$ cat src/common/video_pkg.sv
package video_pkg;

   // Widths that carry a meaning
   typedef logic [15:0] crt_cnt_t;
   typedef logic [11:0] fb_dim_t;
   typedef logic [23:0] rgb_t;
   typedef logic [31:0] reg_data_t;
   typedef logic [9:0]  reg_addr_t;
   typedef logic [63:0] lb_word_t;
   typedef logic [7:0]  pxl_rate_t;

   // Bits per pixel in the line buffer
   typedef enum logic [1:0] {
      DEPTH_32 = 2'd0,
      DEPTH_16 = 2'd1,
      DEPTH_8  = 2'd2,
      DEPTH_4  = 2'd3
   } depth_e;

   // Register word indices
   localparam reg_addr_t REG_DEPTH      = 10'd2;
   localparam reg_addr_t REG_ENABLE     = 10'd3;
   localparam reg_addr_t REG_POLARITY   = 10'd4;
   localparam reg_addr_t REG_PXLFREQ    = 10'd5;
   localparam reg_addr_t REG_FB_WIDTH   = 10'd6;
   localparam reg_addr_t REG_FB_HEIGHT  = 10'd7;
   localparam reg_addr_t REG_BG_COLOR   = 10'd9;
   localparam reg_addr_t REG_H_TOTAL    = 10'd16;
   localparam reg_addr_t REG_H_END_DISP = 10'd17;
   localparam reg_addr_t REG_H_SRT_SYNC = 10'd18;
   localparam reg_addr_t REG_H_END_SYNC = 10'd19;
   localparam reg_addr_t REG_V_TOTAL    = 10'd20;
   localparam reg_addr_t REG_V_END_DISP = 10'd21;
   localparam reg_addr_t REG_V_SRT_SYNC = 10'd22;
   localparam reg_addr_t REG_V_END_SYNC = 10'd23;

   // Reset values, 640x480 at 60 Hz
   localparam pxl_rate_t DEF_PXLFREQ    = 8'd25;
   localparam fb_dim_t   DEF_FB_WIDTH   = 12'd640;
   localparam fb_dim_t   DEF_FB_HEIGHT  = 12'd480;
   localparam rgb_t      DEF_BG_COLOR   = 24'hffffff;
   localparam logic      DEF_SYNC_POL   = 1'b1;
   localparam crt_cnt_t  DEF_H_TOTAL    = 16'd800;
   localparam crt_cnt_t  DEF_H_END_DISP = 16'd640;
   localparam crt_cnt_t  DEF_H_SRT_SYNC = 16'd656;
   localparam crt_cnt_t  DEF_H_END_SYNC = 16'd752;
   localparam crt_cnt_t  DEF_V_TOTAL    = 16'd525;
   localparam crt_cnt_t  DEF_V_END_DISP = 16'd480;
   localparam crt_cnt_t  DEF_V_SRT_SYNC = 16'd490;
   localparam crt_cnt_t  DEF_V_END_SYNC = 16'd492;

endpackage

$ cat src/scanout/crtc_timing.sv
`timescale 1ns/10ps

module crtc_timing (
   input  logic                pxl_clk,
   input  logic                rst,
   input  logic                pxl_tick,
   input  logic                enable,
   input  logic                hsync_pol,
   input  logic                vsync_pol,
   input  video_pkg::fb_dim_t  fb_width,
   input  video_pkg::fb_dim_t  fb_height,
   input  video_pkg::crt_cnt_t h_total,
   input  video_pkg::crt_cnt_t h_end_disp,
   input  video_pkg::crt_cnt_t h_srt_sync,
   input  video_pkg::crt_cnt_t h_end_sync,
   input  video_pkg::crt_cnt_t v_total,
   input  video_pkg::crt_cnt_t v_end_disp,
   input  video_pkg::crt_cnt_t v_srt_sync,
   input  video_pkg::crt_cnt_t v_end_sync,
   output logic                hsync,
   output logic                vsync,
   output logic                vsync_active,
   output logic                line_start,
   output logic                line_sel,
   output logic                fb_area,
   output logic                disp_area
);

   import video_pkg::*;

   crt_cnt_t h_cnt;
   crt_cnt_t v_cnt;
   logic     h_win;
   logic     v_win;
   logic     hsync_s2;
   logic     vsync_s2;

   // Stage 1, counters held at zero while the display is off
   always_ff @(posedge pxl_clk or posedge rst) begin
      if (rst) begin
         h_cnt <= '0;
         v_cnt <= '0;
      end else if (!enable) begin
         h_cnt <= '0;
         v_cnt <= '0;
      end else if (pxl_tick) begin
         if (h_cnt == h_total - 16'd1) begin
            h_cnt <= '0;
            v_cnt <= (v_cnt == v_total - 16'd1) ? '0 : v_cnt + 16'd1;
         end else begin
            h_cnt <= h_cnt + 16'd1;
         end
      end
   end

   assign h_win = (h_cnt >= h_srt_sync) && (h_cnt < h_end_sync);
   assign v_win = (v_cnt >= v_srt_sync) && (v_cnt < v_end_sync);

   // Start of each framebuffer row, used by the fetch side in stage 2
   assign line_start = enable && (h_cnt == '0) && (v_cnt < crt_cnt_t'(fb_height));
   assign line_sel   = v_cnt[0];

   // Stage 2 then stage 3 for sync, flags leave at stage 2
   always_ff @(posedge pxl_clk or posedge rst) begin
      if (rst) begin
         hsync_s2  <= 1'b0;
         vsync_s2  <= 1'b0;
         fb_area   <= 1'b0;
         disp_area <= 1'b0;
         hsync     <= 1'b0;
         vsync     <= 1'b0;
      end else if (pxl_tick) begin
         hsync_s2  <= enable && (h_win ? !hsync_pol : hsync_pol);
         vsync_s2  <= enable && (v_win ? !vsync_pol : vsync_pol);
         fb_area   <= enable && (h_cnt < crt_cnt_t'(fb_width))
                             && (v_cnt < crt_cnt_t'(fb_height));
         disp_area <= enable && (h_cnt < h_end_disp) && (v_cnt < v_end_disp);
         hsync     <= hsync_s2;
         vsync     <= vsync_s2;
      end
   end

   // Active level is the inverse of the polarity bit
   assign vsync_active = enable && (vsync != vsync_pol);

endmodule

$ cat config.mk
export PLATFORM = sky130hd
export DESIGN_NAME = crtc_timing
export DESIGN_NICKNAME = d
export VERILOG_FILES = /design/src/common/video_pkg.sv /design/src/scanout/crtc_timing.sv
export SDC_FILE = /design/constraint.sdc
export NUM_CORES = 1
export LEC_CHECK = 0
export ABC_AREA = 1
export ABC_CLOCK_PERIOD_IN_PS = 2220
export BUFFER_PORTS_ARGS = -buffer_cell sky130_fd_sc_hd__buf_2
export CAP_MARGIN = 20
export CORE_ASPECT_RATIO = 0.9
export CORE_MARGIN = 2
export CORE_UTILIZATION = 55
export CTS_BUF_LIST = sky130_fd_sc_hd__clkbuf_4 sky130_fd_sc_hd__clkbuf_8
export CTS_CLUSTER_DIAMETER = 120
export CTS_CLUSTER_SIZE = 25
export DETAILED_ROUTE_END_ITERATION = 7
export GPL_TIMING_DRIVEN = 0
export PLACE_DENSITY_LB_ADDON = 0.25
export SLEW_MARGIN = 20
export SYNTH_ARGS = -nofsm -noshare
export SYNTH_HDL_FRONTEND = slang
export SYNTH_SLANG_ARGS = --single-unit
$ cat constraint.sdc
create_clock -name pxl_clk -period 2.22 [get_ports pxl_clk]
set_input_delay 0.222 -clock pxl_clk [delete_from_list [all_inputs] [get_ports pxl_clk]]
set_output_delay 0.222 -clock pxl_clk [all_outputs]
set_load 0.01 [all_outputs]
== After elaboration in Yosys (flattened, before gate mapping) ==
Index checks and enable logic that the tools add are counted.

* $add $sub $neg: 4
* $mul: 0
* Divide/modulo/power cells: 0
* Order comparisons: 8
* Equality and inequality tests: 5
* Shift operators: 0
* Multiplexer cells: 9
* Bitwise gates (word level): 0
* Reductions and logical operators: 15

{| class="wikitable"
|+ Operator list
! cell !! number
|-
| $mux 16 || 7
|-
| $lt 16x16->1 || 4
|-
| $add 16x1->16 const B || 2
|-
| $eq 16x16->1 || 2
|-
| $ge 16x16->1 || 2
|-
| $lt 16x12->1 || 2
|-
| $sub 16x1->16 const B || 2
|-
| $logic_not 16->1 || 1
|-
| $logic_and 1x1->1 || 11
|-
| $logic_not 1->1 || 2
|-
| $mux 1 || 2
|-
| $ne 2x1->1 const B || 1
|-
| $ne 2x2->1 const B || 1
|-
| $reduce_and 2->1 || 1
|-
| $ne 1x1->1 || 1
|}

* Register bits after elaboration: 38
* Bits in latches: 0
* RAM bits: 0
* Memory bits (read-only): 0
* Input bits: 158
* Output and inout bits: 7
* Word-level logic and storage cells: 49
* Memories kept: 0

== Longest topological paths before layout ==
* Word-level depth: 6
* Gate-level depth with buffers: 17
* Mapped depth without buffers: 16

== Least setup slack after synthesis ==
OpenSTA, ideal clock, no wires.

* Kind: input to register
* Start: input h_total[0]
* End: register v_cnt[7]
* Setup time: 118 ps
* Data arrival time: 1676 ps
* Required time: 2102 ps
* Path slack: 426 ps
* Stages on the path: 14
* Path buffers: 1
* Cell sequence: inv_1 ha_1 nand2_2 nor2_4 nand3_2 nand2_1 nand2_1 nor2_1 nand2_1 nor2_4 nand3_4 buf_4 nand3_1 nand2_1

* Word-level cells in the longest chain between the ends: 4

{| class="wikitable"
|+ RTL lines
! what !! RTL line !! RTL
|-
| start: declaration || crtc_timing.sv:12 || <nowiki>input video_pkg::crt_cnt_t h_total,</nowiki>
|-
| $sub 16x1->16 || crtc_timing.sv:47 || <nowiki>if (h_cnt == h_total - 16'd1) begin</nowiki>
|-
| $eq 16x16->1 || crtc_timing.sv:47 ||
|-
| $ne 2x1->1 (no line) || n/a ||
|-
| $reduce_and 2->1 (no line) || n/a ||
|-
| end signal: assignment || crtc_timing.sv:49 || <nowiki>v_cnt <= (v_cnt == v_total - 16'd1) ? '0 : v_cnt + 16'd1;</nowiki>
|-
| end: declaration || crtc_timing.sv:32 || <nowiki>crt_cnt_t v_cnt;</nowiki>
|}

No other way between the ends.
A chain may end at the register's enable or synchronous reset.

== Worst setup path after layout ==
* Start: register h_cnt[1]
* End: output line_start

* Word-level cells in the longest chain between the ends: 3

{| class="wikitable"
|+ RTL lines
! what !! RTL line !! RTL
|-
| start: declaration || crtc_timing.sv:31 || <nowiki>crt_cnt_t h_cnt;</nowiki>
|-
| start signal: assignment || crtc_timing.sv:51 || <nowiki>h_cnt <= h_cnt + 16'd1;</nowiki>
|-
| $logic_not 16->1 || crtc_timing.sv:60 || <nowiki>assign line_start = enable && (h_cnt == '0) && (v_cnt < crt_cnt_t'(fb_height));</nowiki>
|-
| $logic_and 1x1->1 (2 in series) || crtc_timing.sv:60 ||
|-
| end: declaration || crtc_timing.sv:23 || <nowiki>output logic line_start,</nowiki>
|}

No other way between the ends.

==> out/metrics.csv <==
metric,value,unit
io_buffer_count,163,
post-synth-top-area-fraction,22.3,%
num_vias,7412,
finalSetupViolations,0,
period_minus_slack,2.22,ns
critPathBufInv,2,
fin_skew,0.0122,ns
gpl.final_weighted_congestion,0.945,
ioPinCount,165,
dpl_worst_slack,-0.0369,ns
cts-root-to-sink-buffers,2,
leading_area_contributor_after_synthesis,sky130_fd_sc_hd__ha_1,
holdCritStartpoint,hsync_pol,
detail_route.wirelength,18400,um
worst_pin_slew,0.486,ns
initial_core_util,55.9,%
switching_pwr,624,uW
drv.max_cap_violation_count,0,
drc,0,
final.setup.tns,0,ns
finalHoldViolations,0,
total_power,1.95,mW
peakVddDrop,231,uV
critical_path.endpoint_type,output pin,
status,"finished, final reports clean",
slowest_delay,0.47,ns
final_max_slew_viol_count,0,
cts-buffers-inserted,5,
drt_first_iter_violations,537,
postSynthRegisterBits,38,
grt_start_max_net_pins,33,
layout.nets,1562,
initial_antenna_violation_count,1,
worstSetupPathType,reg -> out,
max-slew-margin-rel,67.5,%
areaGrowthSynthToFinish,19.6,%
hold_end,hsync_s2,
detailedPlacementHpwl,15200,um
clk_pin_slew,0.07,ns
synth.avg_cell_area,6.06,um^2
fraction_of_power_consumed_by_combinational_cells,32.4,%
detail-route-antenna-nets,0,
fmaxAchievable,0.451,GHz
hold_path_depth,3,
drive_gt1_share,18.1,%
synth_cells,1101,
groute.usage.overall,28.6,%
layout.core_utilization,66.9,%
intPower,1.33,mW
insertedDiodeCount,0,
cts_sinks,38,
path_delay_family,simple AND/OR/NAND/NOR gates,
placedInstanceArea,0.00771,mm^2
post_synth_num_cell_types,34,
rsz0062_at_grt,true,
crit_fanout,8,
r2r_slack,0.13,ns
leakage,4.90,nW
syn_area,0.00668,mm^2
core_area,0.0119,mm^2
tritoncts,built,
power.switching_fraction,31.9,%
clk_latency,0.30,ns
vias_per_cell,5.13,
synth_fp_nets,1378,
power_density,245,mW/mm^2
path_cells,"inv_1, ha_1, nand2_1, nor4_1, nand4_1, a211oi_2, buf_2",
timing.rr.end,v_cnt[12],
worstHoldPathType,in -> reg,
grt-ovfl-total,0,
cp.required,2.00,ns
placementRows,38,
timing.reg2reg.worst_path_depth,14,
die-height,109,um
power.share.clock,30.8,%
final.period_utilization,99.9,%
seq_area_frac_synth,14.2,%
first_global_vias,6528,
worst_setup_path_start_kind,flip-flop,
yosys_warnings,0,
critical_path.reg2reg.startpoint,v_cnt[1],
grt_first_pass_wirelength,30100,um
synth_area_leaders,"sky130_fd_sc_hd__ha_1, sky130_fd_sc_hd__nand2_1, sky130_fd_sc_hd__dfrtp_1, sky130_fd_sc_hd__inv_1, sky130_fd_sc_hd__nor2_1",
dieWidth,120,um
finalWorstSetupSlack,0.00138,ns
final_design_area_no_fill,0.00799,mm^2
routed_wire_length_per_instance,12.8,um
fp.dieArea,0.0130,mm^2
cp_slowest_cell,sky130_fd_sc_hd__dfrtp_2,
first_pass_iters,5,
power.share.sequential,36.8,%
htree_num_levels,2,
critPathArrivalTime,2.00,ns
clock_tree.root_cell,sky130_fd_sc_hd__clkbuf_8,
[sequential cells by signal, indices dropped and copies added (netlist names)]
register	flops
disp_area	1
fb_area	1
h_cnt	16
hsync	1
hsync_s2	1
v_cnt	16
vsync	1
vsync_s2	1
[worst max-delay path by stage]
stage,end,cells past startpoint,slack [ns],start
floorplan,v_cnt[7],14,0.43,h_total[0]
global placement,v_cnt[8],15,0.02,v_total[0]
detailed placement,vsync_s2,10,-0.04,v_cnt[15]
CTS,line_start,7,0.02,v_cnt[3]
global route,line_start,7,-0.12,h_cnt[0]
finish,line_start,7,0.001,h_cnt[1]
[through the flow]
step	hold WS, ns	std cells
floorplan	0.407	1101
global placement	0.452	1424
detailed placement	0.151	1425
CTS	0.242	1436
global route	0.285	1445
finish	0.245	1445
[cells by family (layout without fill, tap and decap cells)]
logic type / count (synthesis) / after routing / share of synthesized area (%)
buffers and inverters: 239 / 423 / 13.7
AOI/OAI and AO/OA: 111 / 111 / 8.88
xor gates and xnor gates: 35 / 35 / 4.59
DFF: 38 / 38 / 14.2
and+or+nand+nor: 559 / 559 / 36.2
adders and majority gates: 119 / 119 / 22.3
[area by class of cell]
type                       instances  area (um^2)
buffer                            13         72.6
clock buffer                       6         82.6
clock inverter                     1         30.0
fill                            1102         3950
inverter                         226          848
multi-input combinational        824         4850
sequential                        38          967
tap                              160          200
timing repair buffer             177          936
[what timing repair did]
action / in CTS / in global routing
pin swaps: 1 / 5
buffers inserted: 3 / 9
resized for setup: 8 / 21
endpoints found under the hold margin: 6 / 0
hold buffers: 1 / 0
endpoints found under the setup margin: 2 / 32
[per-layer routing]
| metal | track usage [%] | share of wire (%) | vias up |
|---|---|---|---|
| met5 | 0 | 0 | - |
| met4 | 4.87 | 0.79 | 0 |
| met3 | 3.11 | 8.1 | 10 |
| met2 | 43.4 | 42 | 265 |
| met1 | 43.8 | 50 | 3263 |
| li1 | - | - | 3874 |
[placed cells by master, fill, tap and decap left out, types with 9 or more instances in the layout]
master	synthesis	routed
sky130_fd_sc_hd__ha_1	119	118
sky130_fd_sc_hd__buf_4	3	15
sky130_fd_sc_hd__buf_2	0	163
sky130_fd_sc_hd__nor3_1	11	9
sky130_fd_sc_hd__nand3_1	85	85
sky130_fd_sc_hd__nor2_1	119	119
sky130_fd_sc_hd__nand4_1	28	28
sky130_fd_sc_hd__o21ai_0	35	34
sky130_fd_sc_hd__dfrtp_2	0	13
sky130_fd_sc_hd__a21oi_1	61	59
sky130_fd_sc_hd__dfrtp_1	38	25
sky130_fd_sc_hd__inv_1	225	222
sky130_fd_sc_hd__nand2_1	286	286
sky130_fd_sc_hd__xor2_1	28	28
[power groups by stage]
stage	Clock (mW)	Sequential (mW)	Combinational, mW
3_3_place_gp	0	0.731	0.601
2_1_floorplan	0	0.732	0.355
3_5_place_dp	0	0.731	0.619
5_1_grt	0.643	0.721	0.730
4_1_cts	0.615	0.718	0.627
6_report	0.602	0.719	0.634
[synthesized netlist by cell type]
master	number
sky130_fd_sc_hd__nand3_1	85
sky130_fd_sc_hd__a21oi_1	61
sky130_fd_sc_hd__clkbuf_2	1
sky130_fd_sc_hd__inv_2	1
sky130_fd_sc_hd__nor3b_1	1
sky130_fd_sc_hd__a211oi_1	6
sky130_fd_sc_hd__nor2_2	4
sky130_fd_sc_hd__nand2_2	4
sky130_fd_sc_hd__o211ai_1	3
sky130_fd_sc_hd__o21ai_0	35
sky130_fd_sc_hd__buf_4	3
sky130_fd_sc_hd__o21a_1	3
sky130_fd_sc_hd__clkbuf_1	6
sky130_fd_sc_hd__nor4_1	4
sky130_fd_sc_hd__a22o_1	1
sky130_fd_sc_hd__nand2_1	286
sky130_fd_sc_hd__nor3_1	11
sky130_fd_sc_hd__inv_1	225
sky130_fd_sc_hd__or2_2	1
sky130_fd_sc_hd__buf_1	2
sky130_fd_sc_hd__nor2_1	119
sky130_fd_sc_hd__o21bai_1	1
sky130_fd_sc_hd__nor2_4	5
sky130_fd_sc_hd__nand3_4	1
sky130_fd_sc_hd__dfrtp_1	38
sky130_fd_sc_hd__xnor2_1	7
sky130_fd_sc_hd__xor2_1	28
sky130_fd_sc_hd__o22ai_1	1
sky130_fd_sc_hd__and2_1	1
sky130_fd_sc_hd__ha_1	119
sky130_fd_sc_hd__nand4_1	28
sky130_fd_sc_hd__nand3_2	3
sky130_fd_sc_hd__nand3b_1	6
sky130_fd_sc_hd__buf_6	1
[worst register-to-register path: cells and delay by family, from the launching register on]
family	cells	cell delay [ns]
fa+ha+maj	1	0.18
buf+inv	2	0.24
flops	1	0.38
simple gates	11	1.23
Power figures use the tool's default switching activity.
