[src/common/video_pkg.sv]
package video_pkg;

   // Widths that carry a meaning
   typedef logic [15:0] crt_cnt_t;
   typedef logic [11:0] fb_dim_t;
   typedef logic [23:0] rgb_t;
   typedef logic [31:0] reg_data_t;
   typedef logic [9:0]  reg_addr_t;
   typedef logic [63:0] lb_word_t;
   typedef logic [7:0]  pxl_rate_t;

   // Bits per pixel in the line buffer
   typedef enum logic [1:0] {
      DEPTH_32 = 2'd0,
      DEPTH_16 = 2'd1,
      DEPTH_8  = 2'd2,
      DEPTH_4  = 2'd3
   } depth_e;

   // Register word indices
   localparam reg_addr_t REG_DEPTH      = 10'd2;
   localparam reg_addr_t REG_ENABLE     = 10'd3;
   localparam reg_addr_t REG_POLARITY   = 10'd4;
   localparam reg_addr_t REG_PXLFREQ    = 10'd5;
   localparam reg_addr_t REG_FB_WIDTH   = 10'd6;
   localparam reg_addr_t REG_FB_HEIGHT  = 10'd7;
   localparam reg_addr_t REG_BG_COLOR   = 10'd9;
   localparam reg_addr_t REG_H_TOTAL    = 10'd16;
   localparam reg_addr_t REG_H_END_DISP = 10'd17;
   localparam reg_addr_t REG_H_SRT_SYNC = 10'd18;
   localparam reg_addr_t REG_H_END_SYNC = 10'd19;
   localparam reg_addr_t REG_V_TOTAL    = 10'd20;
   localparam reg_addr_t REG_V_END_DISP = 10'd21;
   localparam reg_addr_t REG_V_SRT_SYNC = 10'd22;
   localparam reg_addr_t REG_V_END_SYNC = 10'd23;

   // Reset values, 640x480 at 60 Hz
   localparam pxl_rate_t DEF_PXLFREQ    = 8'd25;
   localparam fb_dim_t   DEF_FB_WIDTH   = 12'd640;
   localparam fb_dim_t   DEF_FB_HEIGHT  = 12'd480;
   localparam rgb_t      DEF_BG_COLOR   = 24'hffffff;
   localparam logic      DEF_SYNC_POL   = 1'b1;
   localparam crt_cnt_t  DEF_H_TOTAL    = 16'd800;
   localparam crt_cnt_t  DEF_H_END_DISP = 16'd640;
   localparam crt_cnt_t  DEF_H_SRT_SYNC = 16'd656;
   localparam crt_cnt_t  DEF_H_END_SYNC = 16'd752;
   localparam crt_cnt_t  DEF_V_TOTAL    = 16'd525;
   localparam crt_cnt_t  DEF_V_END_DISP = 16'd480;
   localparam crt_cnt_t  DEF_V_SRT_SYNC = 16'd490;
   localparam crt_cnt_t  DEF_V_END_SYNC = 16'd492;

endpackage

[src/design/pxl_rate_gen.sv]
`timescale 1ns/10ps

module pxl_rate_gen #(
   parameter int BASE_FREQ = 125
) (
   input  logic                 pxl_clk,
   input  logic                 rst,
   input  video_pkg::pxl_rate_t rate,
   output logic                 pxl_tick
);

   // Wide enough for a remainder plus the largest rate
   localparam int ACC_W = $clog2(BASE_FREQ + 256);

   logic [ACC_W-1:0] acc;
   logic [ACC_W-1:0] acc_nxt;

   assign acc_nxt = acc + ACC_W'(rate);

   always_ff @(posedge pxl_clk or posedge rst) begin
      if (rst) begin
         acc      <= '0;
         pxl_tick <= 1'b1;
      end else if (acc_nxt >= ACC_W'(BASE_FREQ)) begin
         acc      <= acc_nxt - ACC_W'(BASE_FREQ);
         pxl_tick <= 1'b1;
      end else begin
         acc      <= acc_nxt;
         pxl_tick <= 1'b0;
      end
   end

endmodule

[config.mk]
export PLATFORM = sky130hd
export DESIGN_NAME = pxl_rate_gen
export DESIGN_NICKNAME = d
export VERILOG_FILES = /design/src/common/video_pkg.sv /design/src/design/pxl_rate_gen.sv
export SDC_FILE = /design/constraint.sdc
export NUM_CORES = 1
export LEC_CHECK = 0
export BUFFER_PORTS_ARGS = -buffer_cell sky130_fd_sc_hd__buf_2
export CORE_UTILIZATION = 62
export DETAILED_ROUTE_END_ITERATION = 7
export GPL_TIMING_DRIVEN = 0
export PLACE_DENSITY_LB_ADDON = 0.15
export REMOVE_ABC_BUFFERS = 1
export SETUP_SLACK_MARGIN = 0.4
export SLEW_MARGIN = 10
export SYNTH_ARGS = -nofsm -noshare
export SYNTH_HDL_FRONTEND = slang
export SYNTH_SLANG_ARGS = --single-unit
[constraint.sdc]
create_clock -name pxl_clk -period 7.74 [get_ports pxl_clk]
set_clock_uncertainty 0.15 [all_clocks]
set_input_delay 1.935 -clock pxl_clk [delete_from_list [all_inputs] [get_ports pxl_clk]]
set_output_delay 1.935 -clock pxl_clk [all_outputs]
set_load 0.03 [all_outputs]
---- Word level (Yosys, flattened, before mapping) ----
Index checks and enable logic that the tools add are counted.
word-level totals
  register bits ........................... 10
  logic and storage cells ................. 7
  output and inout bits ................... 1
operators by class
  $lt $le $gt $ge ......................... 1
  add/sub/neg operators ................... 2
  multiplexer cells ....................... 2
operator list
  cell                 number
  $add 9x8->9          1
  $ge 9x7->1 const B   1
  $mux 9               1
  $sub 9x7->9 const B  1
  $mux 1               1

---- Depth between registers and ports, before layout ----
Gate-level depths: netlist of run 1.
  word-level depth ........................ 3
  gate-level depth with buffers ........... 9

---- Worst setup path before layout of run 1 ----
OpenSTA, ideal clock, no wires.
  path type ............................... input-to-reg
  from .................................... input rate[0]
  to ...................................... register acc[1]
  setup time .............................. 125 ps
  stages on the path ...................... 9
  buffers on the path ..................... 0
  setup slack ............................. 3352 ps
  arrival ................................. 4113 ps
  cells stage by stage .................... ha_1 fa_1 a211oi_4 o21ai_1 o31a_1 a211o_1 nand4_4 nand2_2 mux2_4
between the ends
  longest elaborated chain between the ends .. 3
RTL lines
  element                                           line                                    source
  start, declared                                   pxl_rate_gen.sv:8                       input video_pkg::pxl_rate_t rate,
  $add 9x8->9 *                                     pxl_rate_gen.sv:18                      assign acc_nxt = acc + ACC_W'(rate);
  $sub 9x7->9 / $ge 9x7->1 (equally long branches)  pxl_rate_gen.sv:25, pxl_rate_gen.sv:24
  $mux 9 *                                          pxl_rate_gen.sv:24                      end else if (acc_nxt >= ACC_W'(BASE_FREQ)) begin
  end signal, assigned                              pxl_rate_gen.sv:25                      acc <= acc_nxt - ACC_W'(BASE_FREQ);
  end signal, assigned                              pxl_rate_gen.sv:28                      acc <= acc_nxt;
  end, declared                                     pxl_rate_gen.sv:15                      logic [ACC_W-1:0] acc;
Every way passes the cells marked *; elsewhere a longest branch is shown, timed or not.

---- Worst setup path after layout of run 1 ----
Same ends and word-level chain as after synthesis.

==> impl_metrics.json, run 1 <==
{
  "outcome": "completed",
  "synth_cells": 110,
  "clock_sinks": 10,
  "antenna_found_initial": 0,
  "nNetsFinal": 145,
  "placedInstanceArea_um2": 1120,
  "cts_tree": "done",
  "period_share_pct": 57.1,
  "async_flop_share_pct": 100,
  "avgViaCountPerCell": 6.42,
  "yosys.cell_types.count": 47,
  "drc": 0,
  "critPathMaxStageDelay_ns": 0.47,
  "diodes": 0,
  "design_area_um2": 1150,
  "cts_max_level": 1,
  "drv_slew": 0,
  "via_count": 893,
  "io_pins": 11,
  "critPathLaunchType": "input pin",
  "drt_iter0_markers": 23,
  "ant_nets": 0,
  "finalCriticalPeriod_ns": 4.42,
  "grt_pass1_vias": 873,
  "holdCritPathClass": "reg -> reg",
  "ys_seq_elements": 10,
  "dpl.hpwl_um": 1600,
  "grt_pass1_wl_um": 3620,
  "crit_path_end_kind": "flip-flop",
  "core_area_um2": 1540,
  "place_congestion": 0.838,
  "cp_cell_sequence": "buf_2, ha_1, fa_1, a211oi_4, o21ai_1, a21oi_1, xnor2_1, o21ai_2, nand2_2, mux2_4",
  "post-place-ws_ns": 3.06,
  "dieHeight_um": 43.1,
  "path_clk_slew_ns": 0.07,
  "overflow": 0,
  "max-cap-violations": 0,
  "holdWs_ns": 0.581,
  "synthFlopType": "dfrtp_1",
  "timing.critical_path.buf_inv": 1,
  "cp_slowest_cell": "fa_1",
  "wl_um": 2040,
  "die_w_um": 43.1,
  "drtPass1Iterations": 4,
  "path_delay_family": "compound AO/OA/AOI/OAI gates",
  "cts_hold_buf": 0,
  "rsz0062_at_grt": "false",
  "syn_area_per_cell_um2": 9.54,
  "critical_path_arrival_ns": 4.42,
  "postCtsSetupBuffers": 0,
  "synth_edf_count": 0,
  "ys_warn_count": 0,
  "clockBufferDepth": 2,
  "final_hold_viol_count": 0,
  "slew_headroom_pct": 74.2,
  "cts_inserted_buffers": 3,
  "cts_root_buf": "clkbuf_4",
  "mappedNetlistArea_um2": 1050,
  "clk_latency_ns": 0.27,
  "layout_common_cells": "10 x ha_1, 10 x buf_2, 9 x dfrtp_1",
  "path_max_fanout": 7,
  "drive_gt1_share_pct": 22.8,
  "areaGrowthSynthToFinish_pct": 9.77,
  "critical_path_class": "in -> reg",
  "dieArea_um2": 1860,
  "start_util_pct": 68.1,
  "cts_resized": 0,
  "row_count": 14,
  "setup_viol": 0,
  "numPortBuffers": 10,
  "critPathRequiredTime_ns": 7.75,
  "setup_ws_ns": 3.32,
  "track_usage_pct": 25.7,
  "max_freq_mhz": 226,
  "tightest_slew_ns": 0.384,
  "fin_tns_setup_ns": 0,
  "ys_seq_area_share_pct": 24.0,
  "post_drt_wl_per_cell_um": 14.6,
  "grt_max_degree": 11
}
-- registers in the layout, indices dropped and copies added (netlist names) --
signal    flops
acc           9
pxl_tick      1
-- logic make-up after synthesis --
logic type,synth area share (%)
AO/OA/AOI/OAI,28.1
AND/OR/NAND/NOR,22.2
adder cells (fa/ha/maj),13.8
XOR/XNOR,8.34
flip-flops,24.0
buffers and inverters,2.15
multiplexers,1.43
-- layer usage --
metal	global-route usage [%]	routed length, um
met3	2.13	70
met5	0	0
met1	36.8	1030
met4	10.9	32
met2	39.4	903
-- final cells by class --
class,count,area [um^2]
repair buffers,10,50.0
clock buffers,4,36.3
flip-flops and latches,10,251
well taps,16,20.0
multi-input cells,94,776
inverters,5,18.8
fillers,120,389
-- cell usage after synthesis, drive strengths merged (2+ instances only) --
library cell,count,share of area [%]
a21o,5,3.6
a211o,2,1.8
nand3b,2,1.4
a211oi,2,2.6
a221oi,3,3.7
nand3,2,0.95
o21bai,2,1.4
dfrtp,9,21
xnor2,5,4.2
a21oi,4,1.9
or2,2,1.2
ha,10,12
nor3,5,2.4
nor2,3,1.1
and2,2,1.2
nand4,3,4.6
nand2,9,3.5
xor2,5,4.2
inv,5,1.8
a21boi,2,1.4
o21ai,9,4.6
-- stage by stage --
step / utilization (%) / instances
6_report: 74.8 / 139
5_1_grt: 74.8 / 139
4_1_cts: 74.8 / 139
3_5_place_dp: 72.4 / 135
3_3_place_gp: 72.4 / 135
2_1_floorplan: - / 109
-- worst paths after layout --
path                                 endpoint  cells after the start  slack, ns             start
hold / removal               acc[8]$_DFF_PP0_                      2       0.58  acc[8]$_DFF_PP0_
min in group asynchronous    acc[1]$_DFF_PP0_                      2       1.48               rst
max in group asynchronous  pxl_tick$_DFF_PP1_                      2       5.65               rst
hold reg to reg              acc[8]$_DFF_PP0_                      2       0.58  acc[8]$_DFF_PP0_
setup reg to reg             acc[1]$_DFF_PP0_                      9       4.72  acc[0]$_DFF_PP0_
setup / recovery             acc[1]$_DFF_PP0_                     10       3.32           rate[0]
-- worst reg2reg max path, delay by kind of cell (launching register included) --
family	cells	cell delay [ns]
muxes	1	0.30
AOI/OAI and AO/OA	4	1.03
and+or+nand+nor	1	0.13
adders and majority gates	2	0.69
xor gates and xnor gates	1	0.23
DFF	1	0.37
Power of run 1 is not shown: default switching activity piles up to over one toggle a cycle in this logic, so the estimate is an artifact.
==> inputs of run 2 (changes only) <==
Settings changed: ABC_AREA set to 1, CORE_UTILIZATION 62 to 53.
Clock period 7.74 ns to 3.6 ns, I/O delays scaled along.
==> impl_metrics.json, run 2 <==
{
  "dpl.hpwl_um": 1830,
  "overflow": 0,
  "grt_pass1_wl_um": 3440,
  "outcome": "completed",
  "slew_headroom_pct": 77.1,
  "synth_cells": 164,
  "ys_seq_area_share_pct": 22.4,
  "largest_reg_flops": 9,
  "critPathRequiredTime_ns": 3.66,
  "critPathMaxStageDelay_ns": 0.41,
  "drt_iter0_markers": 21,
  "holdWs_ns": 0.424,
  "fin_cells": 205,
  "synth_edf_count": 0,
  "core_area_um2": 1980,
  "numPortBuffers": 10,
  "drc": 0,
  "drv_slew": 0,
  "synth_commonest_cells": "51 x nand2_1, 25 x inv_1, 23 x nand3_1",
  "cp_slowest_cell": "fa_1",
  "placed_cells": 201,
  "critical_path_arrival_ns": 2.82,
  "synthTopCellsByArea": "dfrtp_1 20%, nand2_1 17%, ha_1 11%",
  "cts_resized": 0,
  "crit_path_end_kind": "flip-flop",
  "regArea_um2": 251,
  "final_common_cell": "nand2_1",
  "drive_gt1_share_pct": 22.5,
  "io_pins": 11,
  "clockBufferDepth": 2,
  "clk_latency_ns": 0.28,
  "place_congestion": 0.831,
  "largest_registers": "acc (9), pxl_tick (1)",
  "synth.largest_area_cell": "dfrtp_1",
  "finalCriticalPeriod_ns": 2.76,
  "cts_hold_buf": 0,
  "cts_max_level": 1,
  "reg2reg_slack_ns": 1.20,
  "grt_pass1_vias": 845,
  "wl_um": 2150,
  "async_flop_share_pct": 100,
  "nNetsFinal": 200,
  "dieArea_um2": 2310,
  "cpMostUsedCell": "nand2_1",
  "critPathLaunchType": "input pin",
  "syn_area_per_cell_um2": 6.84,
  "layout_common_cells": "51 x nand2_1, 25 x inv_1, 23 x nand3_1",
  "post-synth-top-area-fraction_pct": 20.1,
  "holdCritPathClass": "in -> async",
  "start_util_pct": 56.6,
  "max-cap-violations": 0,
  "synth_most_common_cell": "nand2_1",
  "yosys.cell_types.count": 23,
  "diodes": 0,
  "die_w_um": 48.0,
  "path_delay_family": "simple AND/OR/NAND/NOR gates",
  "fill_cells": 200,
  "top_register": "acc",
  "postCtsSetupBuffers": 0,
  "setup_viol": 0,
  "post-route-util_pct": 62.7,
  "grt_max_degree": 11,
  "ant_nets": 0,
  "antenna_found_initial": 0,
  "path_clk_slew_ns": 0.07,
  "dieHeight_um": 48.0,
  "max_freq_mhz": 362,
  "multi_input_area_um2": 767,
  "drtPass1Iterations": 4,
  "ys_warn_count": 0,
  "rsz0062_at_grt": "false",
  "timing.critical_path.buf_inv": 2,
  "cts_root_buf": "clkbuf_4",
  "post_drt_wl_per_cell_um": 10.5,
  "row_count": 16,
  "final_hold_viol_count": 0,
  "avgViaCountPerCell": 5.00,
  "cts_tree": "done",
  "mappedNetlistArea_um2": 1120,
  "clock_sinks": 10,
  "cts_inserted_buffers": 3,
  "areaGrowthSynthToFinish_pct": 10.7,
  "critical_path_class": "in -> reg",
  "tightest_slew_ns": 0.343,
  "fin_tns_setup_ns": 0,
  "cp_cell_sequence": "buf_2, ha_1, fa_1, nand2_1, nand2_1, nor2_2, nand3_1, nor2_4, nand3_2, nand2_2, inv_4, nand2_4, and2_1",
  "track_usage_pct": 21.9,
  "ys_seq_elements": 10,
  "synthFlopType": "dfrtp_1",
  "path_max_fanout": 10,
  "via_count": 1026,
  "period_share_pct": 76.7
}
==> run 2: layer usage <==
| layer | up-vias | part of all wire [%] | track usage (%) | wire, um |
|---|---|---|---|---|
| li1 | 552 | - | - | - |
| met4 | 0 | 2.1 | 10.0 | 45 |
| met2 | 14 | 49 | 37.3 | 1050 |
| met1 | 455 | 47 | 27.9 | 999 |
| met5 | - | 0 | 0 | 0 |
| met3 | 5 | 2.6 | 2.26 | 55 |
==> run 2: layout make-up <==
| cell class | instances | share of cell area [%] |
|---|---|---|
| multi-input combinational | 127 | 61.7 |
| sequential | 10 | 20.2 |
| inverter | 27 | 8.36 |
| timing repair buffer | 10 | 4.03 |
| clock buffer | 4 | 2.92 |
| tap | 27 | 2.72 |
==> run 2: worst reg2reg max path: cells and delay by family, from the launching register on <==
kind	cells	cell delay, ns
and+or+nand+nor	9	1.13
adders and majority gates	2	0.63
DFF	1	0.37
buffers and inverters	1	0.06
==> run 2: final timing paths <==
kind | from | end | depth (start not counted)
max in group asynchronous | rst | pxl_tick$_DFF_PP1_ | 2
min reg2reg | acc[0]$_DFF_PP0_ | acc[0]$_DFF_PP0_ | 3
max | rate[0] | acc[7]$_DFF_PP0_ | 13
min in group pxl_clk | acc[0]$_DFF_PP0_ | acc[0]$_DFF_PP0_ | 3
max reg2reg | acc[0]$_DFF_PP0_ | acc[7]$_DFF_PP0_ | 12
min | rst | acc[3]$_DFF_PP0_ | 2
==> run 2: kinds of logic after synthesis <==
kind of cell | Yosys count | synth area share (%)
buf+inv | 27 | 9.25
flops | 10 | 22.4
compound gates | 6 | 2.67
simple gates | 106 | 49.6
fa+ha+maj | 11 | 12.9
xor+xnor | 4 | 3.12
==> run 2: through the flow <==
stage | instance area (um^2) | worst slack (ns)
finish | 1240 | 0.840
global route | 1240 | 0.667
CTS | 1240 | 0.825
detailed placement | 1210 | 0.544
global placement | 1210 | 0.631
floorplan | 1120 | 0.903
Power of run 2 is left out for the same reason.
==> inputs of run 3 (changes only) <==
Settings changed: CORE_UTILIZATION 53 to 58.
Clock period 3.6 ns to 2.9 ns, I/O delays scaled along.
==> impl_metrics.json, run 3 (synthesized netlist as in run 2, its figures left out) <==
{
  "drc": 0,
  "nNetsFinal": 211,
  "drv_slew": 0,
  "top_register": "acc",
  "dpl.hpwl_um": 1790,
  "wl_um": 2670,
  "dieHeight_um": 46.0,
  "cts_root_buf": "clkbuf_4",
  "wl_met2_um": 1320,
  "max_freq_mhz": 386,
  "grt_pass1_vias": 892,
  "finalCriticalPeriod_ns": 2.59,
  "placedInstanceArea_um2": 1200,
  "dieArea_um2": 2120,
  "row_count": 15,
  "clk_latency_ns": 0.28,
  "crit_path_end_kind": "flip-flop",
  "cp_cell_sequence": "buf_6, ha_4, fa_2, nor2_2, nor2_2, nand3_2, nor2_4, nand3_2, nand2_2, clkinv_4, buf_4, nand3_1, nand2_1",
  "cts_tree": "done",
  "wl_met3_um": 188,
  "path_clk_slew_ns": 0.08,
  "critical_path_arrival_ns": 2.61,
  "start_util_pct": 63.6,
  "rsz0062_at_grt": "true",
  "tightest_slew_ns": 0.401,
  "wl_met1_um": 1060,
  "critPathMaxStageDelay_ns": 0.62,
  "outcome": "completed",
  "holdWs_ns": 0.268,
  "ant_nets": 0,
  "path_max_fanout": 5,
  "drtPass1Iterations": 4,
  "largest_reg_flops": 9,
  "die_w_um": 46.0,
  "design_area_um2": 1390,
  "track_usage_pct": 23.2,
  "clockBufferDepth": 2,
  "cts_inserted_buffers": 3,
  "numPortBuffers": 10,
  "io_pins": 11,
  "largest_registers": "acc (9), pxl_tick (1)",
  "fin_tns_setup_ns": 0,
  "core_area_um2": 1760,
  "grt_pass1_wl_um": 3500,
  "drt_iter0_markers": 36,
  "setup_viol": 0,
  "period_share_pct": 89.3,
  "overflow": 0,
  "critPathRequiredTime_ns": 2.92,
  "holdCritPathClass": "in -> async",
  "via_count": 1155,
  "critical_path_class": "in -> reg",
  "max-cap-violations": 0,
  "final_hold_viol_count": 0,
  "slew_headroom_pct": 73.3,
  "cts_max_level": 1,
  "place_congestion": 0.829,
  "avgViaCountPerCell": 5.40,
  "top_layer": "met4",
  "diodes": 0,
  "final_common_cell": "nand2_1",
  "post_drt_wl_per_cell_um": 12.5,
  "antenna_found_initial": 0,
  "clock_sinks": 10,
  "grt_max_degree": 11,
  "layout_common_cells": "48 x nand2_1, 25 x inv_1, 20 x nand3_1",
  "critPathLaunchType": "input pin",
  "drive_gt1_share_pct": 32.8,
  "cp_slowest_cell": "fa_2",
  "areaGrowthSynthToFinish_pct": 24.2
}
-- run 3: cell count changes in the layout (fill, tap and decap cells not counted), sizes merged --
cell    change
buf        +11
clkinv      +1
inv         -1
-- run 3: layout make-up --
| cell class | count | area [um^2] |
|---|---|---|
| clock buffers | 4 | 36.3 |
| repair buffers | 21 | 143 |
| flip-flops and latches | 10 | 251 |
| fillers | 139 | 370 |
| multi-input cells | 127 | 826 |
| well taps | 25 | 31.3 |
| inverters | 27 | 106 |
-- run 3: path summary, 6_finish.rpt --
path,startpoint,endpoint,slack (ns),cells past startpoint
setup / recovery,rate[0],acc[6]$_DFF_PP0_,0.31,13
hold / removal,rst,acc[8]$_DFF_PP0_,0.27,2
setup reg to reg,acc[0]$_DFF_PP0_,acc[6]$_DFF_PP0_,0.44,12
hold reg to reg,acc[0]$_DFF_PP0_,acc[0]$_DFF_PP0_,0.55,3
max in group asynchronous,rst,pxl_tick$_DFF_PP1_,2.02,2
min in group pxl_clk,acc[0]$_DFF_PP0_,acc[0]$_DFF_PP0_,0.55,3
-- run 3: routing by layer --
layer | vias up | global-route usage (%)
met2 | 53 | 39.4
met1 | 516 | 29.2
met4 | 0 | 8.82
met5 | - | 0
met3 | 15 | 3.57
li1 | 571 | -
-- run 3: worst max-delay path, delay by kind of cell --
kind                       cells  cell delay, ns
adders and majority gates      2            0.78
buffers and inverters          3            0.34
and+or+nand+nor                8            0.78
-- run 3: through the flow --
| stage | utilization, % | setup slack, ns | cells |
|---|---|---|---|
| after CTS | 71.3 | 0.405 | 204 |
| after global placement | 68.2 | 0.112 | 199 |
| after floorplan | - | 0.378 | 164 |
| final | 79.0 | 0.311 | 214 |
| after global routing | 79.0 | 0.240 | 214 |
| after detailed placement | 68.2 | 0.0645 | 199 |
-- run 3: timing repair --
action | CTS | global route
hold buffers | 0 | 0
resized for setup | 3 | 18
setup buffers | 1 | 10
pin swaps | 2 | 5
endpoints found under the setup margin | 9 | 9
Power of run 3 is left out for the same reason.
