==> config.mk <==
export PLATFORM = sky130hd
export DESIGN_NAME = ctrl_regs
export DESIGN_NICKNAME = d
export VERILOG_FILES = /design/src/common/video_pkg.sv /design/src/design/ctrl_regs.sv
export SDC_FILE = /design/constraint.sdc
export NUM_CORES = 1
export LEC_CHECK = 0
export ABC_AREA = 1
export CAP_MARGIN = 20
export CELL_PAD_IN_SITES_DETAIL_PLACEMENT = 2
export CELL_PAD_IN_SITES_GLOBAL_PLACEMENT = 2
export CORE_AREA = 2 2 172 174
export CTS_BUF_LIST = sky130_fd_sc_hd__clkbuf_4 sky130_fd_sc_hd__clkbuf_8
export DETAILED_ROUTE_END_ITERATION = 6
export DIE_AREA = 0 0 174 176
export DONT_BUFFER_PORTS = 1
export HOLD_SLACK_MARGIN = 0.05
export PLACE_DENSITY_LB_ADDON = 0.1
export SKIP_CTS_REPAIR_TIMING = 1
export SLEW_MARGIN = 20
export SYNTH_ARGS = -nofsm -noshare
export SYNTH_HDL_FRONTEND = slang
export SYNTH_SLANG_ARGS = --single-unit
==> constraint.sdc <==
create_clock -name pxl_clk -period 15.8 [get_ports pxl_clk]
set_clock_uncertainty 0.05 [all_clocks]
set_input_delay 0 -clock pxl_clk [delete_from_list [all_inputs] [get_ports pxl_clk]]
set_output_delay 0 -clock pxl_clk [all_outputs]
set_load 0.01 [all_outputs]
==> src/common/video_pkg.sv <==
package video_pkg;

   // Widths that carry a meaning
   typedef logic [15:0] crt_cnt_t;
   typedef logic [11:0] fb_dim_t;
   typedef logic [23:0] rgb_t;
   typedef logic [31:0] reg_data_t;
   typedef logic [9:0]  reg_addr_t;
   typedef logic [63:0] lb_word_t;
   typedef logic [7:0]  pxl_rate_t;

   // Bits per pixel in the line buffer
   typedef enum logic [1:0] {
      DEPTH_32 = 2'd0,
      DEPTH_16 = 2'd1,
      DEPTH_8  = 2'd2,
      DEPTH_4  = 2'd3
   } depth_e;

   // Register word indices
   localparam reg_addr_t REG_DEPTH      = 10'd2;
   localparam reg_addr_t REG_ENABLE     = 10'd3;
   localparam reg_addr_t REG_POLARITY   = 10'd4;
   localparam reg_addr_t REG_PXLFREQ    = 10'd5;
   localparam reg_addr_t REG_FB_WIDTH   = 10'd6;
   localparam reg_addr_t REG_FB_HEIGHT  = 10'd7;
   localparam reg_addr_t REG_BG_COLOR   = 10'd9;
   localparam reg_addr_t REG_H_TOTAL    = 10'd16;
   localparam reg_addr_t REG_H_END_DISP = 10'd17;
   localparam reg_addr_t REG_H_SRT_SYNC = 10'd18;
   localparam reg_addr_t REG_H_END_SYNC = 10'd19;
   localparam reg_addr_t REG_V_TOTAL    = 10'd20;
   localparam reg_addr_t REG_V_END_DISP = 10'd21;
   localparam reg_addr_t REG_V_SRT_SYNC = 10'd22;
   localparam reg_addr_t REG_V_END_SYNC = 10'd23;

   // Reset values, 640x480 at 60 Hz
   localparam pxl_rate_t DEF_PXLFREQ    = 8'd25;
   localparam fb_dim_t   DEF_FB_WIDTH   = 12'd640;
   localparam fb_dim_t   DEF_FB_HEIGHT  = 12'd480;
   localparam rgb_t      DEF_BG_COLOR   = 24'hffffff;
   localparam logic      DEF_SYNC_POL   = 1'b1;
   localparam crt_cnt_t  DEF_H_TOTAL    = 16'd800;
   localparam crt_cnt_t  DEF_H_END_DISP = 16'd640;
   localparam crt_cnt_t  DEF_H_SRT_SYNC = 16'd656;
   localparam crt_cnt_t  DEF_H_END_SYNC = 16'd752;
   localparam crt_cnt_t  DEF_V_TOTAL    = 16'd525;
   localparam crt_cnt_t  DEF_V_END_DISP = 16'd480;
   localparam crt_cnt_t  DEF_V_SRT_SYNC = 16'd490;
   localparam crt_cnt_t  DEF_V_END_SYNC = 16'd492;

endpackage

==> src/design/ctrl_regs.sv <==
`timescale 1ns/10ps

module ctrl_regs (
   input  logic                 pxl_clk,
   input  logic                 rst,
   input  logic                 reg_en,
   input  logic                 reg_we,
   input  video_pkg::reg_addr_t reg_addr,
   input  video_pkg::reg_data_t reg_wdata,
   output video_pkg::reg_data_t reg_rdata,
   input  logic                 pxl_tick,
   input  logic                 vsync_active,
   output logic                 enable,
   output video_pkg::depth_e    depth,
   output logic                 hsync_pol,
   output logic                 vsync_pol,
   output video_pkg::pxl_rate_t pxl_rate,
   output video_pkg::fb_dim_t   fb_width,
   output video_pkg::fb_dim_t   fb_height,
   output video_pkg::crt_cnt_t  h_total,
   output video_pkg::crt_cnt_t  h_end_disp,
   output video_pkg::crt_cnt_t  h_srt_sync,
   output video_pkg::crt_cnt_t  h_end_sync,
   output video_pkg::crt_cnt_t  v_total,
   output video_pkg::crt_cnt_t  v_end_disp,
   output video_pkg::crt_cnt_t  v_srt_sync,
   output video_pkg::crt_cnt_t  v_end_sync,
   output video_pkg::rgb_t      bg_color
);

   import video_pkg::*;

   rgb_t bg_pending;
   logic wr;
   logic unlocked;

   assign wr       = reg_en & reg_we;
   // Timing registers only change while the display is off
   assign unlocked = !enable;

   always_ff @(posedge pxl_clk or posedge rst) begin
      if (rst) begin
         enable     <= 1'b0;
         depth      <= DEPTH_32;
         hsync_pol  <= DEF_SYNC_POL;
         vsync_pol  <= DEF_SYNC_POL;
         pxl_rate   <= DEF_PXLFREQ;
         fb_width   <= DEF_FB_WIDTH;
         fb_height  <= DEF_FB_HEIGHT;
         bg_pending <= DEF_BG_COLOR;
         h_total    <= DEF_H_TOTAL;
         h_end_disp <= DEF_H_END_DISP;
         h_srt_sync <= DEF_H_SRT_SYNC;
         h_end_sync <= DEF_H_END_SYNC;
         v_total    <= DEF_V_TOTAL;
         v_end_disp <= DEF_V_END_DISP;
         v_srt_sync <= DEF_V_SRT_SYNC;
         v_end_sync <= DEF_V_END_SYNC;
      end else if (wr) begin
         case (reg_addr)
            REG_ENABLE:     enable     <= reg_wdata[0];
            REG_BG_COLOR:   bg_pending <= reg_wdata[23:0];
            REG_DEPTH:      if (unlocked) depth <= depth_e'(reg_wdata[1:0]);
            REG_POLARITY: begin
               if (unlocked) begin
                  vsync_pol <= reg_wdata[1];
                  hsync_pol <= reg_wdata[0];
               end
            end
            REG_PXLFREQ:    if (unlocked) pxl_rate   <= reg_wdata[7:0];
            REG_FB_WIDTH:   if (unlocked) fb_width   <= reg_wdata[11:0];
            REG_FB_HEIGHT:  if (unlocked) fb_height  <= reg_wdata[11:0];
            REG_H_TOTAL:    if (unlocked) h_total    <= reg_wdata[15:0];
            REG_H_END_DISP: if (unlocked) h_end_disp <= reg_wdata[15:0];
            REG_H_SRT_SYNC: if (unlocked) h_srt_sync <= reg_wdata[15:0];
            REG_H_END_SYNC: if (unlocked) h_end_sync <= reg_wdata[15:0];
            REG_V_TOTAL:    if (unlocked) v_total    <= reg_wdata[15:0];
            REG_V_END_DISP: if (unlocked) v_end_disp <= reg_wdata[15:0];
            REG_V_SRT_SYNC: if (unlocked) v_srt_sync <= reg_wdata[15:0];
            REG_V_END_SYNC: if (unlocked) v_end_sync <= reg_wdata[15:0];
            default: ;
         endcase
      end
   end

   // Readback, one cycle after the strobe
   always_ff @(posedge pxl_clk) begin
      if (reg_en) begin
         case (reg_addr)
            REG_DEPTH:      reg_rdata <= {30'd0, depth};
            REG_ENABLE:     reg_rdata <= {31'd0, enable};
            REG_POLARITY:   reg_rdata <= {30'd0, vsync_pol, hsync_pol};
            REG_PXLFREQ:    reg_rdata <= {24'd0, pxl_rate};
            REG_FB_WIDTH:   reg_rdata <= {20'd0, fb_width};
            REG_FB_HEIGHT:  reg_rdata <= {20'd0, fb_height};
            REG_BG_COLOR:   reg_rdata <= {8'd0, bg_color};
            REG_H_TOTAL:    reg_rdata <= {16'd0, h_total};
            REG_H_END_DISP: reg_rdata <= {16'd0, h_end_disp};
            REG_H_SRT_SYNC: reg_rdata <= {16'd0, h_srt_sync};
            REG_H_END_SYNC: reg_rdata <= {16'd0, h_end_sync};
            REG_V_TOTAL:    reg_rdata <= {16'd0, v_total};
            REG_V_END_DISP: reg_rdata <= {16'd0, v_end_disp};
            REG_V_SRT_SYNC: reg_rdata <= {16'd0, v_srt_sync};
            REG_V_END_SYNC: reg_rdata <= {16'd0, v_end_sync};
            default:        reg_rdata <= '0;
         endcase
      end
   end

   // New background color lands in vertical sync so a frame never tears
   always_ff @(posedge pxl_clk or posedge rst) begin
      if (rst) begin
         bg_color <= DEF_BG_COLOR;
      end else if (pxl_tick && (vsync_active || !enable)) begin
         bg_color <= bg_pending;
      end
   end

endmodule

Word-level counts from Yosys, hierarchy flattened
Index checks and enable logic that the tools add are counted.

Bitwise logic cells: 2. Reduce and logical (&&, ||, !) cells: 18. Muxes and demuxes: 1. Equal/unequal tests: 15.

Operator list (count): one-hot mux 24 bit (15 select lines) (1); equality test 10 x 5 -> 1 bit, second input constant (8); equality test 10 x 3 -> 1 bit, second input constant (4); AND reduction 3 bit (13); equality test 10 x 2 -> 1 bit, second input constant (2); equality test 10 x 4 -> 1 bit, second input constant (1); AND reduction 2 bit (2); bitwise AND 1 bit (1); logical AND 1 bit (1); zero test 1 bit (1); logical OR 1 bit (1); inverter 1 bit (1).

Register bits after elaboration: 245. Input bits: 48.

Longest topological paths before layout
Gate-level depths: netlist (run 1).

Depth after elaboration: 3. Mapped depth: 12. Depth with buffers taken out: 11.

Worst setup path before layout (run 1)
OpenSTA, ideal clock, no wires.

Path kind: reg-to-reg. Start: reg enable. End: reg bg_color[0]. Arrival: 1378 ps. Setup slack: 14290 ps. Data required time: 15668 ps. Path buffers: 1. Cell stages (with the launch flop): 5. Cell sequence: dfrtp_1 inv_1 o21ai_2 buf_2 mux2_2.

Word-level cells in the longest chain between the ends: 3.

RTL lines: from (decl) (RTL line ctrl_regs.sv:13) `output logic enable,`; from (signal assigned) (RTL line ctrl_regs.sv:61) `REG_ENABLE: enable <= reg_wdata[0];`; zero test 1 bit (RTL line ctrl_regs.sv:114) `end else if (pxl_tick && (vsync_active || !enable)) begin`; logical OR 1 bit (RTL line ctrl_regs.sv:114); logical AND 1 bit (RTL line ctrl_regs.sv:114); to (signal assigned) (RTL line ctrl_regs.sv:115) `bg_color <= bg_pending;`; to (decl) (RTL line ctrl_regs.sv:28) `output video_pkg::rgb_t bg_color`.

No other way between the ends. A chain may end at the register's enable or synchronous reset.

Final worst setup path (run 1)
Start: in reg_addr[1]. End: reg v_total[12].

Word-level cells in the longest chain between the ends: 2.

RTL lines: from (decl) (RTL line ctrl_regs.sv:8) `input video_pkg::reg_addr_t reg_addr,`; equality test 10 x 5 -> 1 bit (RTL line ctrl_regs.sv:60) `case (reg_addr)`; AND reduction 3 bit (no line); to (signal assigned) (RTL line ctrl_regs.sv:77) `REG_V_TOTAL: if (unlocked) v_total <= reg_wdata[15:0];`; to (decl) (RTL line ctrl_regs.sv:24) `output video_pkg::crt_cnt_t v_total,`.

No other way between the ends.

==> results of run 1 <==
-- worst max-delay path: cells and delay by family --
family	cells	cell delay, ns
simple gates	5	1.30
buf+inv	4	1.85
compound gates	1	0.06
-- synth_stat cells (all sizes together) --
cell type  instances
mux2              12
conb               1
nor2              90
inv               77
o21ai            195
dfstp             92
clkbuf            20
clkinv             2
buf               59
and3               1
nand3            104
a21oi             13
nand3b             3
nand2            382
dfrtp            121
edfxtp            24
-- per-layer routing --
metal	wire, um	GRT usage [%]	vias to the layer above
met5	0	0	-
met2	20400	44.2	294
met4	861	7.07	0
li1	-	-	3900
met1	17600	33.7	4573
met3	3630	9.24	60
-- stage by stage --
| stage | util [%] | cells | setup WS, ns | hold WS (ns) |
|---|---|---|---|---|
| finish | 42.8 | 1638 | 12.95 | 0.0218 |
| global route | 42.8 | 1637 | 12.86 | 0.0406 |
| CTS | 41.2 | 1594 | 13.71 | -0.701 |
| detailed placement | 37.9 | 1513 | 13.16 | -0.0904 |
| global placement | 37.9 | 1513 | 13.25 | -0.0947 |
| floorplan | - | 1203 | 10.08 | 0.0488 |
-- worst max-delay path by stage --
stage	from	end	slack, ns	depth (start not counted)
final	reg_addr[1]	v_total[12]$_DFFE_PP0P_	12.95	10
after global routing	reg_addr[0]	v_total[6]$_DFFE_PP0P_	12.86	10
after CTS	reg_addr[1]	bg_pending[16]$_DFFE_PP1P_	13.71	5
after detailed placement	reg_addr[9]	bg_pending[16]$_DFFE_PP1P_	13.16	5
after global placement	reg_addr[1]	bg_pending[16]$_DFFE_PP1P_	13.25	5
after floorplan	rst	depth[0]$_DFFE_PP0P_	10.08	1
-- power breakdown --
part	total, mW	internal (mW)	leakage (nW)	switching [mW]
combinational	0.0581	0.0128	2.16	0.0453
clock	0.631	0.362	0.500	0.269
sequential	0.635	0.627	2.89	0.00775
-- kinds of logic (layout without fill, tap and decap cells) --
kind of cell / count (synthesis) / count (layout) / synth area share, %
flip-flops: 237 / 237 / 57.4
buffers and inverters: 158 / 208 / 7.30
other: 1 / 9 / 0.0349
AO/OA/AOI/OAI: 208 / 208 / 10.8
multiplexers: 12 / 12 / 1.26
AND/OR/NAND/NOR: 580 / 580 / 23.2
-- cell type report --
type                       count  area [um^2]  area share (%)
timing repair buffer          48          495            4.05
tap                          384          480            3.93
multi-input combinational    808         3840            31.4
sequential                   237         6170            50.4
antenna                        1         2.50          0.0205
inverter                      79          305            2.50
clock inverter                 3         20.0           0.164
clock buffer                  78          917            7.50
-- state kept, by name, indices dropped and copies added, names as in the netlist --
name and cells:
hsync_pol 1, v_total 16, enable 1, reg_rdata 24, v_end_disp 16, fb_width 12, h_srt_sync 16, bg_pending 24
vsync_pol 1, h_total 16, h_end_sync 16, h_end_disp 16, depth 2, v_srt_sync 16, fb_height 12, bg_color 24
v_end_sync 16, pxl_rate 8
==> flow_metrics.py, run 1 <==
metrics = {
    "place": {
        "portBuffers": 0,
        "gp_congestion": 0.792,
        "dpl_cell_area_um2": 10800,
        "dp_hpwl_um": 28000,
    },
    "sta": {
        "report.final.slew_viol_count": 0,
        "fmax_mhz": 351,
        "finalHoldViolCount": 0,
        "slew_headroom_pct": 32.1,
        "fin_crit_sh_pct": 18.0,
        "setup_viol": 0,
        "fin_tns_setup_ns": 0,
        "post-route-min-period_ns": 2.85,
        "rsz0062_at_grt": "no",
        "tightest_slew_ns": 1.02,
    },
    "routing": {
        "drt_iter0_markers": 469,
        "vias": 8827,
        "post_drt_wl_per_cell_um": 25.9,
        "drt_pre_antenna_iters": 4,
        "drc": 0,
        "via_per_inst": 5.39,
        "finalWirelength_um": 42400,
        "ant_nets": 0,
    },
    "critical_path": {
        "startpoint_type": "input port",
        "crit_path_end_kind": "flop",
        "reg2reg_setup_slack_ns": 13.46,
        "crit_type": "in -> reg",
        "slowest_delay_ns": 0.85,
        "r2r-start": "enable$_DFFE_PP0P_",
        "critPathMaxFanout": 32,
        "worstReg2RegEnd": "bg_color[14]$_DFFE_PP1P_",
        "path_cells": "dlygate4sd3_1 > nor2_4 > dlygate4sd3_1 > inv_2 > nor2_4 > nand2_1 > inv_2 > nand2_4 > nand2_1 > o21ai_2",
        "crit_arrival_ns": 3.22,
        "cp_data_required_time_ns": 16.17,
        "slowest_stage": "dlygate4sd3_1",
        "r2r_cells": 5,
    },
    "die": {
        "die_h_um": 176,
        "rows": 62,
        "core_area_um2": 28500,
        "die_w_um": 174,
        "initial_core_util_pct": 37.6,
        "ios": 269,
        "die_area_um2": 30600,
    },
    "clocking": {
        "cts_root_buf": "clkbuf_8",
        "cts_made_buffers": 44,
        "numClockSinks": 237,
        "cts-htree-levels": 2,
        "clock_path_buffers": 3,
        "cts_tree": "yes",
        "worst_skew_pair.late_latency_ns": 0.58,
        "clk_pin_slew_ns": 0.06,
    },
    "global_route": {
        "antenna_found_initial": 1,
        "grt_pass1_vias": 9029,
        "overflow": 0,
        "track_usage_pct": 26.8,
        "grt_first_pass_wirelength_um": 60400,
        "grt_max_degree": 75,
    },
    "synthesis": {
        "ys_seq_area_share_pct": 57.4,
        "yosysTopAreaCellShare_pct": 28.2,
        "ys_warn_count": 0,
        "synth_area_leaders": "dfrtp_1 28%, dfstp_2 22%, nand2_1 13%",
        "yosys.area.top_type": "dfrtp_1",
        "syn_area_um2": 10700,
        "yosysUniqueCellTypes": 29,
        "synth_seq_cells": 237,
        "synthCells": 1196,
        "syn_avg_cell_area_um2": 8.99,
    },
    "layout": {
        "final_area_um2": 12200,
        "nFillCells": 3212,
        "nets": 1266,
        "drive_gt1_share_pct": 21.1,
        "syn_to_final_growth_pct": 13.7,
        "final_common_cell": "nand2_1",
        "final_cell_mix": "368 x nand2_1, 121 x dfrtp_1, 111 x o21ai_1",
    },
    "worst_hold_path": {
        "whs_path_depth": 6,
        "hold_class": "in -> reg",
        "hold_path_end": "hsync_pol$_DFFE_PP1P_",
        "min_from": "reg_addr[8]",
    },
    "job": {
        "max_cap_violations": 0,
    },
    "pwr": {
        "p_per_area_nw_per_um2": 108,
        "peakVddDrop_uv": 54.6,
        "p_leak_nw": 5.54,
        "total_power_mw": 1.32,
    },
    "outcome": {
        "outcome": "complete, no violations",
    },
}
(Power assumes the default switching activity.)
==> run 2, diff against run 1 <==
--- a/config.mk
+++ b/config.mk
@@ -9,10 +9,10 @@
 export CAP_MARGIN = 20
 export CELL_PAD_IN_SITES_DETAIL_PLACEMENT = 2
 export CELL_PAD_IN_SITES_GLOBAL_PLACEMENT = 2
-export CORE_AREA = 2 2 172 174
+export CORE_AREA = 2 2 179 181
 export CTS_BUF_LIST = sky130_fd_sc_hd__clkbuf_4 sky130_fd_sc_hd__clkbuf_8
 export DETAILED_ROUTE_END_ITERATION = 6
-export DIE_AREA = 0 0 174 176
+export DIE_AREA = 0 0 181 183
 export DONT_BUFFER_PORTS = 1
 export HOLD_SLACK_MARGIN = 0.05
 export PLACE_DENSITY_LB_ADDON = 0.1
==> constraint.sdc (replaced) <==
create_clock -name pxl_clk -period 2.41 [get_ports pxl_clk]
set_clock_uncertainty 0.05 [all_clocks]
set_input_delay 0 -clock pxl_clk [delete_from_list [all_inputs] [get_ports pxl_clk]]
set_output_delay 0 -clock pxl_clk [all_outputs]
set_load 0.01 [all_outputs]
==> flow_metrics.py, run 2 (synthesized netlist as in run 1, its figures left out) <==
metrics = {
    "critical_path": {
        "crit_end": "h_total[10]$_DFFE_PP0P_",
        "startpoint_type": "input port",
        "crit_type": "in -> reg",
        "cp_data_required_time_ns": 2.84,
        "cp-startpoint": "reg_addr[2]",
        "r2r_cells": 5,
        "crit_arrival_ns": 2.80,
        "worstReg2RegEnd": "bg_color[10]$_DFFE_PP1P_",
        "r2r-start": "enable$_DFFE_PP0P_",
        "reg2reg_setup_slack_ns": 0.36,
        "critPathMaxFanout": 14,
        "crit_path_end_kind": "flop",
    },
    "pwr": {
        "total_power_mw": 8.52,
        "p_leak_nw": 5.65,
        "p_per_area_nw_per_um2": 684,
        "peakVddDrop_uv": 316,
    },
    "die": {
        "rows": 65,
        "core_area_um2": 31200,
        "die_w_um": 181,
        "ios": 269,
        "die_area_um2": 33100,
        "die_h_um": 183,
        "initial_core_util_pct": 34.4,
    },
    "routing": {
        "finalWirelength_um": 43000,
        "drt_iter0_markers": 447,
        "drt_pre_antenna_iters": 4,
        "drc": 0,
        "ant_nets": 0,
        "via_per_inst": 5.18,
        "vias": 8718,
        "post_drt_wl_per_cell_um": 25.5,
    },
    "place": {
        "place_ws_ns": 0.440,
        "portBuffers": 0,
        "dp_hpwl_um": 30600,
        "gp_congestion": 0.796,
    },
    "worst_hold_path": {
        "whs_path_depth": 8,
        "hold_class": "in -> reg",
        "min_from": "reg_addr[1]",
    },
    "clocking": {
        "cts_root_buf": "clkbuf_8",
        "clock_path_buffers": 3,
        "cts_made_buffers": 44,
        "worst_skew_pair.late_latency_ns": 0.56,
        "cts_tree": "yes",
        "cts-htree-levels": 2,
        "numClockSinks": 237,
        "clk_pin_slew_ns": 0.07,
    },
    "global_route": {
        "overflow": 0,
        "grt_max_degree": 45,
        "antenna_found_initial": 2,
        "track_usage_pct": 25.9,
        "grt_first_pass_wirelength_um": 63100,
        "grt_pass1_vias": 9382,
    },
    "sta": {
        "fin_tns_setup_ns": 0,
        "slew_headroom_pct": 38.6,
        "fmax_mhz": 421,
        "worst_slack_ns": 0.0348,
        "finalHoldViolCount": 0,
        "setup_viol": 0,
        "report.final.slew_viol_count": 0,
        "fin_crit_sh_pct": 98.6,
        "post-route-min-period_ns": 2.38,
        "tightest_slew_ns": 0.919,
        "hold_ws_ns": 0.00136,
    },
    "layout": {
        "nFillCells": 3501,
        "drive_gt1_share_pct": 22.0,
        "top_regs": "bg_color (24), bg_pending (24), reg_rdata (24)",
        "final_cell_mix": "368 x nand2_1, 121 x dfrtp_1, 111 x o21ai_1",
        "syn_to_final_growth_pct": 15.9,
        "nets": 1292,
        "final_common_cell": "nand2_1",
        "utilization_pct": 39.9,
    },
    "outcome": {
        "outcome": "complete, no violations",
    },
    "job": {
        "max_cap_violations": 0,
    },
}
==> run 2: cell types whose count changed in the layout (fill, tap and decap cells not counted), sizes merged <==
cell	before	now
clkbuf	78	70
buf	7	30
clkinvlp	2	3
dlygate4sd3	41	44
inv	77	76
clkinv	3	12
==> run 2: area by class of cell <==
cell class	instances	area [um^2]	share of cell area, %
Antenna cell	1	2.50	0.0201
Clock buffer	70	820	6.58
Tap cell	402	503	4.04
Clock inverter	12	56.3	0.452
Inverter	79	302	2.42
Multi-Input combinational cell	808	3830	30.7
Timing Repair Buffer	74	778	6.25
Sequential cell	237	6170	49.5
==> run 2: per-layer routing <==
layer  GRT usage (%)  vias up  part of all wire [%]
li1                -     3945                     -
met4            7.12        0                   2.1
met2            43.6      250                    48
met3            9.77       54                   9.6
met5               0        -                     0
met1            31.2     4469                    40
==> run 2: metrics by stage <==
step | std cells | area [um^2]
after floorplan | 1203 | 10800
after global placement | 1555 | 11100
after detailed placement | 1555 | 11100
after CTS | 1637 | 12000
after global routing | 1683 | 12500
final | 1683 | 12500
==> run 2: worst min-delay path by stage <==
| stage | endpoint | slack (ns) |
|---|---|---|
| 2_1_floorplan | bg_pending[23]$_DFFE_PP1P_ | 0.05 |
| 3_3_place_gp | h_end_disp[8]$_DFFE_PP0P_ | 0.05 |
| 3_5_place_dp | v_end_disp[11]$_DFFE_PP0P_ | 0.06 |
| 4_1_cts | h_end_disp[11]$_DFFE_PP0P_ | -0.55 |
| 5_1_grt | reg_rdata[1]$_DFFE_PP_ | 0.05 |
| 6_report | reg_rdata[1]$_DFFE_PP_ | 0.001 |
==> run 2: power by group <==
part / internal [mW] / total [mW] / switching [mW]
clock network: 2.15 / 3.96 / 1.80
logic: 0.101 / 0.401 / 0.299
registers: 4.11 / 4.16 / 0.0523
==> run 2: critical path: stages <==
cell and delay [ns]:
dlygate4sd3_1 0.56, nor2_1 0.21, nand2_1 0.08, dlygate4sd3_1 0.59, nor2_4 0.35, nand3_1 0.22
dlygate4sd3_1 0.65, o21ai_1 0.15
